File: src/saturn_decode_pkg.sv
// decoder package
// register, opcode, instruction type and field encodings
// nibble, micro-operation and position types, field A span and jump length
package saturn_decode_pkg;

    typedef logic [3:0] nibble_t;                   // one bus nibble, also a digit pointer

    typedef enum logic [4:0] {
        ALU_REG_A    = 5'd0,
        ALU_REG_B    = 5'd1,
        ALU_REG_C    = 5'd2,
        ALU_REG_D    = 5'd3,
        ALU_REG_P    = 5'd4,
        ALU_REG_ST   = 5'd5,
        ALU_REG_IMM  = 5'd6,                        // operand comes from the immediate nibble
        ALU_REG_NONE = 5'd31
    } alu_reg_t;

    typedef enum logic [4:0] {
        ALU_OP_NOP       = 5'd0,
        ALU_OP_COPY      = 5'd1,
        ALU_OP_ZERO      = 5'd2,
        ALU_OP_ADD       = 5'd3,
        ALU_OP_DEC       = 5'd4,
        ALU_OP_EXCH      = 5'd5,
        ALU_OP_SHL       = 5'd6,
        ALU_OP_SHR       = 5'd7,
        ALU_OP_TWOS_CMPL = 5'd8,
        ALU_OP_ONES_CMPL = 5'd9
    } alu_op_t;

    typedef enum logic [3:0] {
        INSTR_TYPE_ALU  = 4'd0,
        INSTR_TYPE_LOAD = 4'd1,
        INSTR_TYPE_JUMP = 4'd2,
        INSTR_TYPE_NONE = 4'd15                     // idle, nothing decoded
    } instr_type_t;

    typedef enum logic [3:0] {
        ALU_FIELD_NONE = 4'h0,
        ALU_FIELD_A    = 4'hF
    } alu_field_t;

    typedef enum logic [1:0] {
        POS_FIRST   = 2'd0,
        POS_SECOND  = 2'd1,
        POS_OPERAND = 2'd2                          // LC data or jump offset nibble
    } nib_pos_t;

    typedef struct packed {
        instr_type_t instr_type;
        alu_reg_t    dest;
        alu_reg_t    src_1;
        alu_reg_t    src_2;
        alu_field_t  field;
        nibble_t     ptr_begin;
        nibble_t     ptr_end;
        nibble_t     imm;
        alu_op_t     opcode;
        logic        push_pc;                       // GOSUB saves the return address
    } uop_t;

    // field A covers the five low digits of a register
    localparam nibble_t FIELD_A_BEGIN = 4'd0;
    localparam nibble_t FIELD_A_END   = 4'd4;
    localparam nibble_t JUMP_OPERANDS = 4'd3;

    localparam uop_t UOP_IDLE = '{
        instr_type: INSTR_TYPE_NONE,
        dest:       ALU_REG_NONE,
        src_1:      ALU_REG_NONE,
        src_2:      ALU_REG_NONE,
        field:      ALU_FIELD_NONE,
        ptr_begin:  4'd0,
        ptr_end:    4'd0,
        imm:        4'd0,
        opcode:     ALU_OP_NOP,
        push_pc:    1'b0
    };

endpackage

File: src/nibble_if.sv
// nibble interface between the sequencer and the classifier
// the sequencer presents the nibble and its position, the classifier answers
`timescale 1ns/100ps

interface nibble_if import saturn_decode_pkg::*; ();

    logic     valid;                                // one accepted nibble this cycle
    nibble_t  nib;
    nibble_t  first_nib;                            // opcode nibble of the current instruction
    nib_pos_t pos;
    logic     last;                                 // countdown is on its final operand

    uop_t     uop;
    nibble_t  operands;                             // nibbles still to follow
    logic     done;
    logic     start_exec;
    logic     illegal;

    modport seq (
        output valid, nib, first_nib, pos, last,
        input  operands, done, start_exec, illegal
    );

    modport cls (
        input  valid, nib, first_nib, pos, last,
        output uop, operands, done, start_exec, illegal
    );

endinterface

File: src/nibble_sequencer.sv
// nibble sequencer
// tracks where each nibble sits in its instruction and counts the operand nibbles
`timescale 1ns/100ps

module nibble_sequencer import saturn_decode_pkg::*; (
    input  logic    i_clk,
    input  logic    i_reset,
    input  logic    i_nibble_valid,
    input  nibble_t i_nibble,
    nibble_if.seq   bus
);

    nib_pos_t pos_q;
    nibble_t  first_q;
    nibble_t  count_q;                              // operand nibbles left, minus one

    // ##################################################
    // presentation to the classifier

    assign bus.valid     = i_nibble_valid;
    assign bus.nib       = i_nibble;
    assign bus.pos       = pos_q;
    assign bus.last      = (count_q == 4'd0);

    // at the first nibble the opcode is the nibble on the bus itself
    assign bus.first_nib = (pos_q == POS_FIRST) ? i_nibble : first_q;

    // ##################################################
    // position state and countdown

    always_ff @(posedge i_clk) begin
        if (i_reset) begin
            pos_q   <= POS_FIRST;
            count_q <= 4'd0;
        end else if (i_nibble_valid) begin
            if (bus.done || bus.illegal) begin
                pos_q <= POS_FIRST;                 // instruction over, next nibble is an opcode
            end else if (bus.start_exec) begin
                pos_q <= POS_OPERAND;               // jump offset or LC data follows
            end else if (pos_q == POS_FIRST) begin
                pos_q <= POS_SECOND;
            end

            if (bus.start_exec) begin
                // LC with n=15 wraps operands to 0, which reloads 15 for sixteen nibbles
                count_q <= bus.operands - 4'd1;
            end else if (pos_q == POS_OPERAND) begin
                count_q <= count_q - 4'd1;
            end
        end
    end

    always_ff @(posedge i_clk) begin
        if (i_nibble_valid && pos_q == POS_FIRST) begin
            first_q <= i_nibble;                    // kept for the second and operand nibbles
        end
    end

endmodule

File: src/opcode_classifier.sv
// opcode classifier
// maps the first or second nibble of an instruction to a micro-operation
// and tells the sequencer how many operand nibbles follow
`timescale 1ns/100ps

module opcode_classifier import saturn_decode_pkg::*; (
    nibble_if.cls    bus,
    input  nibble_t  i_reg_p,
    output uop_t     o_uop,
    output logic     o_valid,
    output nib_pos_t o_pos,
    output logic     o_done,
    output logic     o_start_exec,
    output logic     o_illegal
);

    logic [1:0] sel_b;                              // register pair selector
    logic [1:0] sel_u;                              // operation selector within a group
    alu_reg_t   regs_abcd;
    alu_reg_t   regs_bcac;
    alu_reg_t   regs_abac;
    alu_reg_t   regs_bccd;

    uop_t       uop_c;
    nibble_t    ops_c;
    logic       done_c;
    logic       start_c;
    logic       illegal_c;

    assign sel_b = bus.nib[1:0];
    assign sel_u = bus.nib[3:2];

    // ##################################################
    // register maps of the field A groups

    assign regs_abcd = alu_reg_t'({3'b000, sel_b});
    assign regs_bcac = alu_reg_t'({3'b000, sel_b[0], !(sel_b[1] | sel_b[0])});
    assign regs_abac = alu_reg_t'({3'b000, sel_b[1] & sel_b[0], !sel_b[1] & sel_b[0]});
    assign regs_bccd = alu_reg_t'({3'b000, sel_b[1] | sel_b[0], !sel_b[1] ^ sel_b[0]});

    // ##################################################
    // classification

    always_comb begin
        uop_c     = UOP_IDLE;
        ops_c     = 4'd0;
        done_c    = 1'b0;
        start_c   = 1'b0;
        illegal_c = 1'b0;

        case (bus.pos)
            POS_FIRST: begin
                case (bus.nib)
                    4'h2, 4'h3, 4'hC, 4'hD, 4'hF: illegal_c = 1'b0;    // second nibble decides
                    4'h6, 4'h7: begin
                        uop_c.instr_type = INSTR_TYPE_JUMP;
                        uop_c.push_pc    = bus.nib[0];  // 7 is GOSUB
                        ops_c            = JUMP_OPERANDS;
                        start_c          = 1'b1;
                    end
                    default: illegal_c = 1'b1;
                endcase
            end
            POS_SECOND: begin
                case (bus.first_nib)
                    4'h2: begin                         // P= n
                        uop_c.instr_type = INSTR_TYPE_ALU;
                        uop_c.dest       = ALU_REG_P;
                        uop_c.src_1      = ALU_REG_IMM;
                        uop_c.imm        = bus.nib;
                        uop_c.opcode     = ALU_OP_COPY;
                        done_c           = 1'b1;
                    end
                    4'h3: begin                         // LC, n+1 digits into C from P up
                        uop_c.instr_type = INSTR_TYPE_LOAD;
                        uop_c.dest       = ALU_REG_C;
                        uop_c.src_1      = ALU_REG_IMM;
                        uop_c.opcode     = ALU_OP_COPY;
                        uop_c.ptr_begin  = i_reg_p;
                        uop_c.ptr_end    = i_reg_p + bus.nib;
                        ops_c            = bus.nib + 4'd1;
                        start_c          = 1'b1;
                    end
                    4'hC, 4'hD, 4'hF: begin
                        uop_c.instr_type = INSTR_TYPE_ALU;
                        uop_c.field      = ALU_FIELD_A;
                        uop_c.ptr_begin  = FIELD_A_BEGIN;
                        uop_c.ptr_end    = FIELD_A_END;
                        uop_c.dest       = regs_abcd;
                        uop_c.src_1      = regs_abcd;
                        done_c           = 1'b1;
                        if (bus.first_nib == 4'hC) begin
                            uop_c.opcode = (sel_u == 2'd3) ? ALU_OP_DEC : ALU_OP_ADD;
                            case (sel_u)
                                2'd0: uop_c.src_2 = regs_bcac;
                                2'd1: uop_c.src_2 = regs_abcd;
                                2'd2: begin
                                    uop_c.dest  = regs_bcac;
                                    uop_c.src_1 = regs_bcac;
                                    uop_c.src_2 = regs_abcd;
                                end
                                default: uop_c.src_2 = ALU_REG_NONE;
                            endcase
                        end else if (bus.first_nib == 4'hD) begin
                            case (sel_u)
                                2'd0: begin
                                    uop_c.opcode = ALU_OP_ZERO;
                                    uop_c.src_1  = ALU_REG_NONE;
                                end
                                2'd1: begin
                                    uop_c.opcode = ALU_OP_COPY;
                                    uop_c.src_1  = regs_bcac;
                                end
                                2'd2: begin
                                    uop_c.opcode = ALU_OP_COPY;
                                    uop_c.dest   = regs_bcac;
                                end
                                default: begin
                                    uop_c.opcode = ALU_OP_EXCH;
                                    uop_c.dest   = regs_abac;
                                    uop_c.src_1  = regs_abac;
                                    uop_c.src_2  = regs_bccd;
                                end
                            endcase
                        end else begin
                            case (sel_u)
                                2'd0:    uop_c.opcode = ALU_OP_SHL;
                                2'd1:    uop_c.opcode = ALU_OP_SHR;
                                2'd2:    uop_c.opcode = ALU_OP_TWOS_CMPL;
                                default: uop_c.opcode = ALU_OP_ONES_CMPL;
                            endcase
                        end
                    end
                    default: illegal_c = 1'b1;          // no other group reaches this position
                endcase
            end
            default: begin
                uop_c.imm = bus.nib;                    // LC data, ignored for jump offsets
                done_c    = bus.last;
            end
        endcase
    end

    // ##################################################
    // results, flags only count on a valid nibble

    assign bus.uop        = uop_c;
    assign bus.operands   = ops_c;
    assign bus.done       = bus.valid && done_c;
    assign bus.start_exec = bus.valid && start_c;
    assign bus.illegal    = bus.valid && illegal_c;

    assign o_uop          = bus.uop;
    assign o_valid        = bus.valid;
    assign o_pos          = bus.pos;
    assign o_done         = bus.done;
    assign o_start_exec   = bus.start_exec;
    assign o_illegal      = bus.illegal;

endmodule

File: src/saturn_nibble_decoder.sv
// nibble-serial Saturn instruction decoder, top level
// sequencer, classifier and result register joined by one nibble interface
`timescale 1ns/100ps

module saturn_nibble_decoder import saturn_decode_pkg::*; (
    input  logic        i_clk,
    input  logic        i_reset,
    input  logic        i_nibble_valid,
    input  nibble_t     i_nibble,
    input  nibble_t     i_reg_p,
    output instr_type_t o_instr_type,
    output alu_reg_t    o_alu_reg_dest,
    output alu_reg_t    o_alu_reg_src_1,
    output alu_reg_t    o_alu_reg_src_2,
    output alu_field_t  o_alu_field,
    output nibble_t     o_alu_ptr_begin,
    output nibble_t     o_alu_ptr_end,
    output nibble_t     o_alu_imm_value,
    output alu_op_t     o_alu_opcode,
    output logic        o_push_pc,
    output nibble_t     o_load_ptr,
    output logic        o_imm_valid,
    output logic        o_instr_decoded,
    output logic        o_instr_execute,
    output logic        o_decoder_error
);

    nibble_if bus_if ();

    uop_t     cls_uop;
    logic     cls_valid;
    nib_pos_t cls_pos;
    logic     cls_done;
    logic     cls_start_exec;
    logic     cls_illegal;
    uop_t     dec_uop;                              // registered decode result

    nibble_sequencer u_sequencer (
        .i_clk          (i_clk),
        .i_reset        (i_reset),
        .i_nibble_valid (i_nibble_valid),
        .i_nibble       (i_nibble),
        .bus            (bus_if.seq)
    );

    opcode_classifier u_classifier (
        .bus          (bus_if.cls),
        .i_reg_p      (i_reg_p),
        .o_uop        (cls_uop),
        .o_valid      (cls_valid),
        .o_pos        (cls_pos),
        .o_done       (cls_done),
        .o_start_exec (cls_start_exec),
        .o_illegal    (cls_illegal)
    );

    uop_register u_uop_register (
        .i_clk           (i_clk),
        .i_reset         (i_reset),
        .i_uop           (cls_uop),
        .i_valid         (cls_valid),
        .i_pos           (cls_pos),
        .i_done          (cls_done),
        .i_start_exec    (cls_start_exec),
        .i_illegal       (cls_illegal),
        .o_uop           (dec_uop),
        .o_load_ptr      (o_load_ptr),
        .o_imm_valid     (o_imm_valid),
        .o_instr_decoded (o_instr_decoded),
        .o_instr_execute (o_instr_execute),
        .o_decoder_error (o_decoder_error)
    );

    assign o_instr_type    = dec_uop.instr_type;
    assign o_alu_reg_dest  = dec_uop.dest;
    assign o_alu_reg_src_1 = dec_uop.src_1;
    assign o_alu_reg_src_2 = dec_uop.src_2;
    assign o_alu_field     = dec_uop.field;
    assign o_alu_ptr_begin = dec_uop.ptr_begin;
    assign o_alu_ptr_end   = dec_uop.ptr_end;
    assign o_alu_imm_value = dec_uop.imm;
    assign o_alu_opcode    = dec_uop.opcode;
    assign o_push_pc       = dec_uop.push_pc;

endmodule

File: src/uop_register.sv
// decoded micro-operation register
// holds the decoded fields, steps the LC load pointer and forms the status pulses
`timescale 1ns/100ps

module uop_register import saturn_decode_pkg::*; (
    input  logic     i_clk,
    input  logic     i_reset,
    input  uop_t     i_uop,
    input  logic     i_valid,
    input  nib_pos_t i_pos,
    input  logic     i_done,
    input  logic     i_start_exec,
    input  logic     i_illegal,
    output uop_t     o_uop,
    output nibble_t  o_load_ptr,
    output logic     o_imm_valid,
    output logic     o_instr_decoded,
    output logic     o_instr_execute,
    output logic     o_decoder_error
);

    uop_t    uop_q;
    nibble_t load_ptr_q;
    logic    load_started_q;                        // a data nibble of this LC went out
    logic    imm_valid_q;
    logic    decoded_q;
    logic    execute_q;
    logic    error_q;

    always_ff @(posedge i_clk) begin
        if (i_reset) begin
            uop_q          <= UOP_IDLE;
            load_ptr_q     <= 4'd0;
            load_started_q <= 1'b0;
            imm_valid_q    <= 1'b0;
            decoded_q      <= 1'b0;
            execute_q      <= 1'b0;
            error_q        <= 1'b0;
        end else begin
            decoded_q   <= i_valid && i_done;
            error_q     <= i_valid && i_illegal;
            imm_valid_q <= 1'b0;

            // ##################################################
            // decoded fields and LC data stream

            if (i_valid && i_pos != POS_OPERAND) begin
                uop_q          <= i_uop;            // opcode or second nibble
                load_started_q <= 1'b0;
            end else if (i_valid && uop_q.instr_type == INSTR_TYPE_LOAD) begin
                uop_q.imm      <= i_uop.imm;
                imm_valid_q    <= 1'b1;
                load_started_q <= 1'b1;
                // the first digit lands at P, each following one a digit higher
                load_ptr_q     <= load_started_q ? load_ptr_q + 4'd1 : uop_q.ptr_begin;
            end

            // ##################################################
            // execute window

            if (i_valid && (i_start_exec || i_done)) begin
                execute_q <= 1'b1;                  // a back to back instruction keeps it high
            end else if (decoded_q) begin
                execute_q <= 1'b0;
            end
        end
    end

    assign o_uop           = uop_q;
    assign o_load_ptr      = load_ptr_q;
    assign o_imm_valid     = imm_valid_q;
    assign o_instr_decoded = decoded_q;
    assign o_instr_execute = execute_q;
    assign o_decoder_error = error_q;

endmodule

File: config.mk
export PLATFORM = sky130hd
export DESIGN_NAME = saturn_nibble_decoder
export DESIGN_NICKNAME = d
export VERILOG_FILES = /design/src/saturn_decode_pkg.sv /design/src/nibble_if.sv /design/src/nibble_sequencer.sv /design/src/opcode_classifier.sv /design/src/saturn_nibble_decoder.sv /design/src/uop_register.sv
export SDC_FILE = /design/constraint.sdc
export NUM_CORES = 1
export LEC_CHECK = 0
export ABC_AREA = 1
export BUFFER_PORTS_ARGS = -buffer_cell sky130_fd_sc_hd__buf_2
export CAP_MARGIN = 0
export CORE_MARGIN = 2
export CORE_UTILIZATION = 30
export CTS_CLUSTER_DIAMETER = 100
export DETAILED_ROUTE_END_ITERATION = 7
export SETUP_SLACK_MARGIN = 0.3
export SKIP_LAST_GASP = 1
export SLEW_MARGIN = 0
export SYNTH_ARGS = -nofsm -noshare
export SYNTH_HDL_FRONTEND = slang
export SYNTH_HIERARCHICAL = 1
export SYNTH_SLANG_ARGS = --single-unit
File: constraint.sdc
create_clock -name i_clk -period 3.18 [get_ports i_clk]
set_clock_uncertainty 0.1 [all_clocks]
set_input_delay 0.477 -clock i_clk [delete_from_list [all_inputs] [get_ports i_clk]]
set_output_delay 0.477 -clock i_clk [all_outputs]
set_load 0.01 [all_outputs]
**Word-level counts from Yosys, hierarchy flattened**

Index checks and enable logic that the tools add are counted.

- Register bits: 60
- Input bits: 11
- Logic and storage cells: 128

- Add/sub/neg operators: 5
- Equal/unequal tests: 19
- Multiplexer cells: 47
- Bitwise gates (word level): 5
- Reductions and logical operators: 33

Operators by type and width:

| cell | count |
|---|---|
| case mux 14 bit (3 select lines) | 1 |
| 2-to-1 mux 4 bit | 10 |
| 2-to-1 mux 15 bit | 2 |
| 2-to-1 mux 27 bit | 1 |
| == test 4 bit, second input constant | 6 |
| case mux 4 bit (2 select lines) | 3 |
| case mux 5 bit (2 select lines) | 2 |
| == test 4 x 2 -> 1 bit, second input constant | 4 |
| case mux 8 bit (2 select lines) | 1 |
| 2-to-1 mux 5 bit | 3 |
| case mux 5 bit (3 select lines) | 1 |
| case mux 4 bit (3 select lines) | 1 |
| 2-to-1 mux 1 bit | 10 |
| OR reduction 2 bit | 5 |
| logical AND 1 bit | 9 |
| 2-to-1 mux 9 bit | 1 |
| adder 4 x 1 -> 4 bit, second input constant | 2 |
| == test 4 x 3 -> 1 bit, second input constant | 2 |
| 2-to-1 mux 2 bit | 4 |
| subtractor 4 x 1 -> 4 bit, second input constant | 2 |
| 2-to-1 mux 7 bit | 1 |
| OR reduction 7 bit | 1 |
| == test 2 bit, second input constant | 3 |
| case mux 1 bit (2 select lines) | 3 |
| other kinds (21) | 31 |

**Logic depth before layout (Yosys ltp)**

- Depth in word-level cells: 10
- Gate-level depth with buffers: 21
- Depth with buffers taken out: 20

**Hierarchy**

Netlist, hierarchy kept.

By module, submodules not included:

| module | times used | cells an instance | area each (µm²) | sequential area each (µm²) |
|---|---|---|---|---|
| uop_register | 1 | 238 | 1,839.3 | 1,001.0 |
| opcode_classifier | 1 | 247 | 1,368.8 | 0.0 |
| nibble_sequencer | 1 | 79 | 581.8 | 240.2 |

**Least setup slack after synthesis**

No wires, ideal clock.

- Kind: input to register
- Start: input i_nibble[0]
- End: register u_sequencer.count_q[2]
- Arrival time: 2.397 ns
- Setup slack: 0.563 ns
- Stages: 16
- Buffers on the path: 2
- Cell sequence: buf_4 -> clkbuf_2 -> inv_1 -> ha_1 -> o21ai_0 -> nor2_1 -> inv_1 -> nand2_2 -> inv_2 -> nor2_1 -> inv_2 -> nand2_1 -> nand2_2 -> ha_1 -> xor2_1 -> a21oi_1

- Word-level cells in the longest chain between the ends: 7
- Elaborated cells on any way between the ends: 17
- Those cells by class: add/sub (2); eq/ne (3); mux (8); reduce/logical (4)

RTL lines:

| item | RTL line | text |
|---|---|---|
| start, declared | saturn_nibble_decoder.sv:9 | `input nibble_t i_nibble,` |
| 2-to-1 mux 4 bit or == test 4 x 3 -> 1 bit (tied branches) | nibble_sequencer.sv:26, opcode_classifier.sv:53 |  |
| == test 4 x 2 -> 1 bit or OR reduction 2 bit (tied branches) | opcode_classifier.sv:65, opcode_classifier.sv:53 |  |
| 2-to-1 mux 1 bit, on equally long branches | opcode_classifier.sv:65, opcode_classifier.sv:53 |  |
| case mux 1 bit (2 select lines) (*) | opcode_classifier.sv:51 | `case (bus.pos)` |
| logical AND 1 bit (*) | opcode_classifier.sv:150 | `assign bus.start_exec = bus.valid && start_c;` |
| named net bus_if.start_exec | nibble_if.sv:16 | `logic start_exec;` |
| nonzero test 2 bit (no source line) | n/a |  |
| AND reduction 2 bit (no source line) | n/a |  |
| end signal, assigned | nibble_sequencer.sv:46 | `count_q <= bus.operands - 4'd1;` |
| end signal, assigned | nibble_sequencer.sv:48 | `count_q <= count_q - 4'd1;` |
| end, declared | nibble_sequencer.sv:15 | `nibble_t count_q;` |

Mark *: on every way through the listed nets, which the timed path passes. The rest lies on a longest branch.
A chain may end at the register's enable or synchronous reset.

**Worst setup path in the final report**

- Start: register u_sequencer.pos_q[0] (netlist: u_sequencer/bus.pos[0])
- End: register u_sequencer.count_q[2]

- Elaborated cells on any way between the ends: 14
- Those cells by class: add/sub (1); eq/ne (3); mux (6); reduce/logical (4)

RTL lines:

| item | RTL line | text |
|---|---|---|
| start, declared | nibble_sequencer.sv:13 | `nib_pos_t pos_q;` |
| start signal, assigned | nibble_sequencer.sv:33 | `pos_q <= POS_FIRST;` |
| start signal, assigned | nibble_sequencer.sv:37 | `pos_q <= POS_FIRST;` |
| start signal, assigned | nibble_sequencer.sv:39 | `pos_q <= POS_OPERAND;` |
| zero test 2 bit | nibble_sequencer.sv:26 | `assign bus.first_nib = (pos_q == POS_FIRST) ? i_nibble : first_q;` |
| 2-to-1 mux 4 bit | nibble_sequencer.sv:26 |  |
| named net bus_if.first_nib[1] | nibble_if.sv:9 | `nibble_t first_nib;` |
| == test 4 x 2 -> 1 bit | opcode_classifier.sv:65 | `case (bus.first_nib)` |
| 2-to-1 mux 4 bit | opcode_classifier.sv:65 |  |
| case mux 4 bit (2 select lines) | opcode_classifier.sv:51 |  |
| named net bus_if.operands[0] | nibble_if.sv:14 | `nibble_t operands;` |
| subtractor 4 x 1 -> 4 bit | nibble_sequencer.sv:46 |  |
| 2-to-1 mux 4 bit | nibble_sequencer.sv:44 | `if (bus.start_exec) begin` |

The timed path passes the listed nets, and every way through them passes these cells.

==> summary.txt <==
Outcome
  – Status: finished clean

Cells and area
  – Commonest non-fill, non-tap cell in the layout: nand2_1
  – Nets: slightly below 600
  – Antenna Cells: 0
  – Leading cell types in the layout, fill and taps excluded: nand2_1, nor2_1, buf_2
  – Synth-to-layout area growth: 10.5%
  – Fraction of final layout cells sized beyond drive strength 1: 0.183

GRT
  – Initial antenna violation count: 0
  – Final global-route overflow total: 0
  – Largest net degree at the start of global routing: between 40 and 50
  – Global Route Usage Sum: 0.147
  – Vias in the first global route: around 3200
  – First-pass GRT wire length: between 15000 and 20000 um

Synth
  – Synthesized cell area: between 3000 and 4000 sq um
  – YS warnings: 6
  – Cells after synthesis: 555
  – Syn nets: between 500 and 600
  – Avg Cell Area, Syn: around 6.7 sq um

Timing
  – Unrepaired setup endpoints after global routing: false
  – Max frequency: 400 MHz
  – Crit share post-route: 0.785
  – Setup TNS: 0 ps
  – Crit path time final: 2500 ps
  – Max-slew headroom: 0.570
  – Final setup violation count: 0
  – Final hold slack: around 360 ps
  – Final hold violation count: 0
  – Max Slew Vio Count: 0
  – Worst-margin pin slew: roughly 640 ps

Worst hold path
  – Hold Path Class: reg2reg

Clock tree
  – Sinks on Clock Net: 60
  – Worst skew pair latency: between 300 and 400 ps
  – CTS Buffer Depth: 2
  – Clock tree from TritonCTS: done
  – Clk slew on worst S/H paths: around 50 ps
  – Hold Buf Count CTS: 0
  – Root Buffer: clkbuf_16
  – Htree depth: 3
  – Num CTS Buffers: 9

Detailed routing
  – Final WL: about 9300 um
  – ANT nets after route: 0
  – Via count: between 3000 and 4000
  – DRC viols: 0
  – Via density: 4.53
  – Drt first pass iters: 5
  – DR WL/cell: approximately 13 um
  – Starting DRT DRC Count: ~270

Job
  – Max cap viols: 0

Worst setup path
  – Crit path kind: reg2reg
  – CP max stage cell: dfxtp_1
  – R2r setup slk: around 700 ps
  – CP top delay family: simple AND/OR/NAND/NOR gates
  – R2R Path Start: u_sequencer/bus.pos[0]
  – Critical Path Stages: 17
  – Worst path arrival time: 2610 ps
  – Critical Path RT: about 3300 ps
  – Register-to-Register Path Depth: 17
  – Worst Setup Start Kind: register
  – CP Buf/Inv Count: 5
  – Crit. Startpoint: u_sequencer/bus.pos[0]
  – Worst r2r dst: u_sequencer/count_q[2]
  – Kind of end point of the critical path: register
  – CP cell instances: nor2_2 > inv_2 > nand2_1 > nand2_1 > inv_2 > nor3_4 > nand2_2 > inv_2 > nand2_1 > buf_4 > o21ai_1 > inv_1 > nand2_1 > nand2_2 > ha_1 > xor2_1 > a21oi_1
  – Worst-path fanout max: 10
  – Critical Path End: u_sequencer/count_q[2]
  – Crit path largest cell delay: ~420 ps
  – CP dominant cell by count: nand2_1

Floorplanning
  – Die height: 115 um
  – # IOs: 60
  – FP Rows: 40
  – Die area: 13300 sq um
  – Core footprint: roughly 12000 sq um
  – Die width: between 100 and 150 um
  – Initial Utilization: 0.309

Power
  – Peak VDD IR: between 300 and 400 uV
  – Power per standard cell area: 540 nW/um^2
  – Leakage: between 0.002 and 0.0025 uW

Place
  – Final Wtd Congestion: 0.865
  – Detailed Place HPWL: roughly 7100 um
  – # port buffers: between 50 and 60
==> flip-flops by register name (all words and copies together), names as in the netlist <==
signal,flops
u_uop_register/load_started_q,1
u_uop_register/o_uop,41
u_sequencer/first_q,4
u_sequencer/bus.pos,2
u_uop_register/o_load_ptr,4
u_uop_register/o_instr_decoded,1
u_uop_register/o_instr_execute,1
u_sequencer/count_q,4
u_uop_register/o_decoder_error,1
u_uop_register/o_imm_valid,1
==> worst min path at each step <==
stage                                  start                  endpoint  slack [ps]  cells after the start
floorplan           u_uop_register/o_uop[17]  u_uop_register/o_uop[17]         390                      2
global placement    u_uop_register/o_uop[35]  u_uop_register/o_uop[35]         350                      2
detailed placement  u_uop_register/o_uop[35]  u_uop_register/o_uop[35]         350                      2
CTS                 u_uop_register/o_uop[35]  u_uop_register/o_uop[35]         370                      2
global route                     i_nibble[3]    u_sequencer/first_q[3]         380                      1
finish              u_uop_register/o_uop[35]  u_uop_register/o_uop[35]         360                      2
==> area by class of cell <==
cell class	count	area (sq um)
Clock buffer	10	239
Inverter	61	229
Timing Repair Buffer	64	333
Tap cell	168	210
Multi-Input combinational cell	366	1770
Fill cell	1342	7950
Sequential cell	60	1240
Clock inverter	6	86.3
==> timing repair <==
item | CTS | global route
buffers inserted | 0 | 0
resized for setup | 0 | 2
endpoints found under the setup margin | 0 | 4
==> report_power, final <==
group          internal [uW]  switching [uW]
Sequential               800            20.9
Clock                    705             347
Combinational            114             235
Total                   1620             602
==> metrics by stage <==
step           worst slack [ps]  area [sq um]  utilization  power [uW]  instances
3_3_place_gp                394          3780        0.313        1190        719
4_1_cts                     427          4110        0.340        2240        735
6_report                    683          4110        0.341        2220        735
2_1_floorplan               563          3720            -        1120        555
5_1_grt                     332          4110        0.341        2330        735
3_5_place_dp                227          3780        0.313        1180        719
==> tightest hold or removal path: stages, from the launching register on <==
cell and delay (ps):
dfxtp_1 320, nand2_1 50, nand3_1 60
==> per-layer routing <==
layer,track usage,vias up,share of wire
met5,0,-,0
met3,0.0337,13,0.055
met4,0.0458,0,0.016
met1,0.190,1523,0.47
met2,0.243,90,0.46
li1,-,1703,-
(Power assumes the default switching activity.)
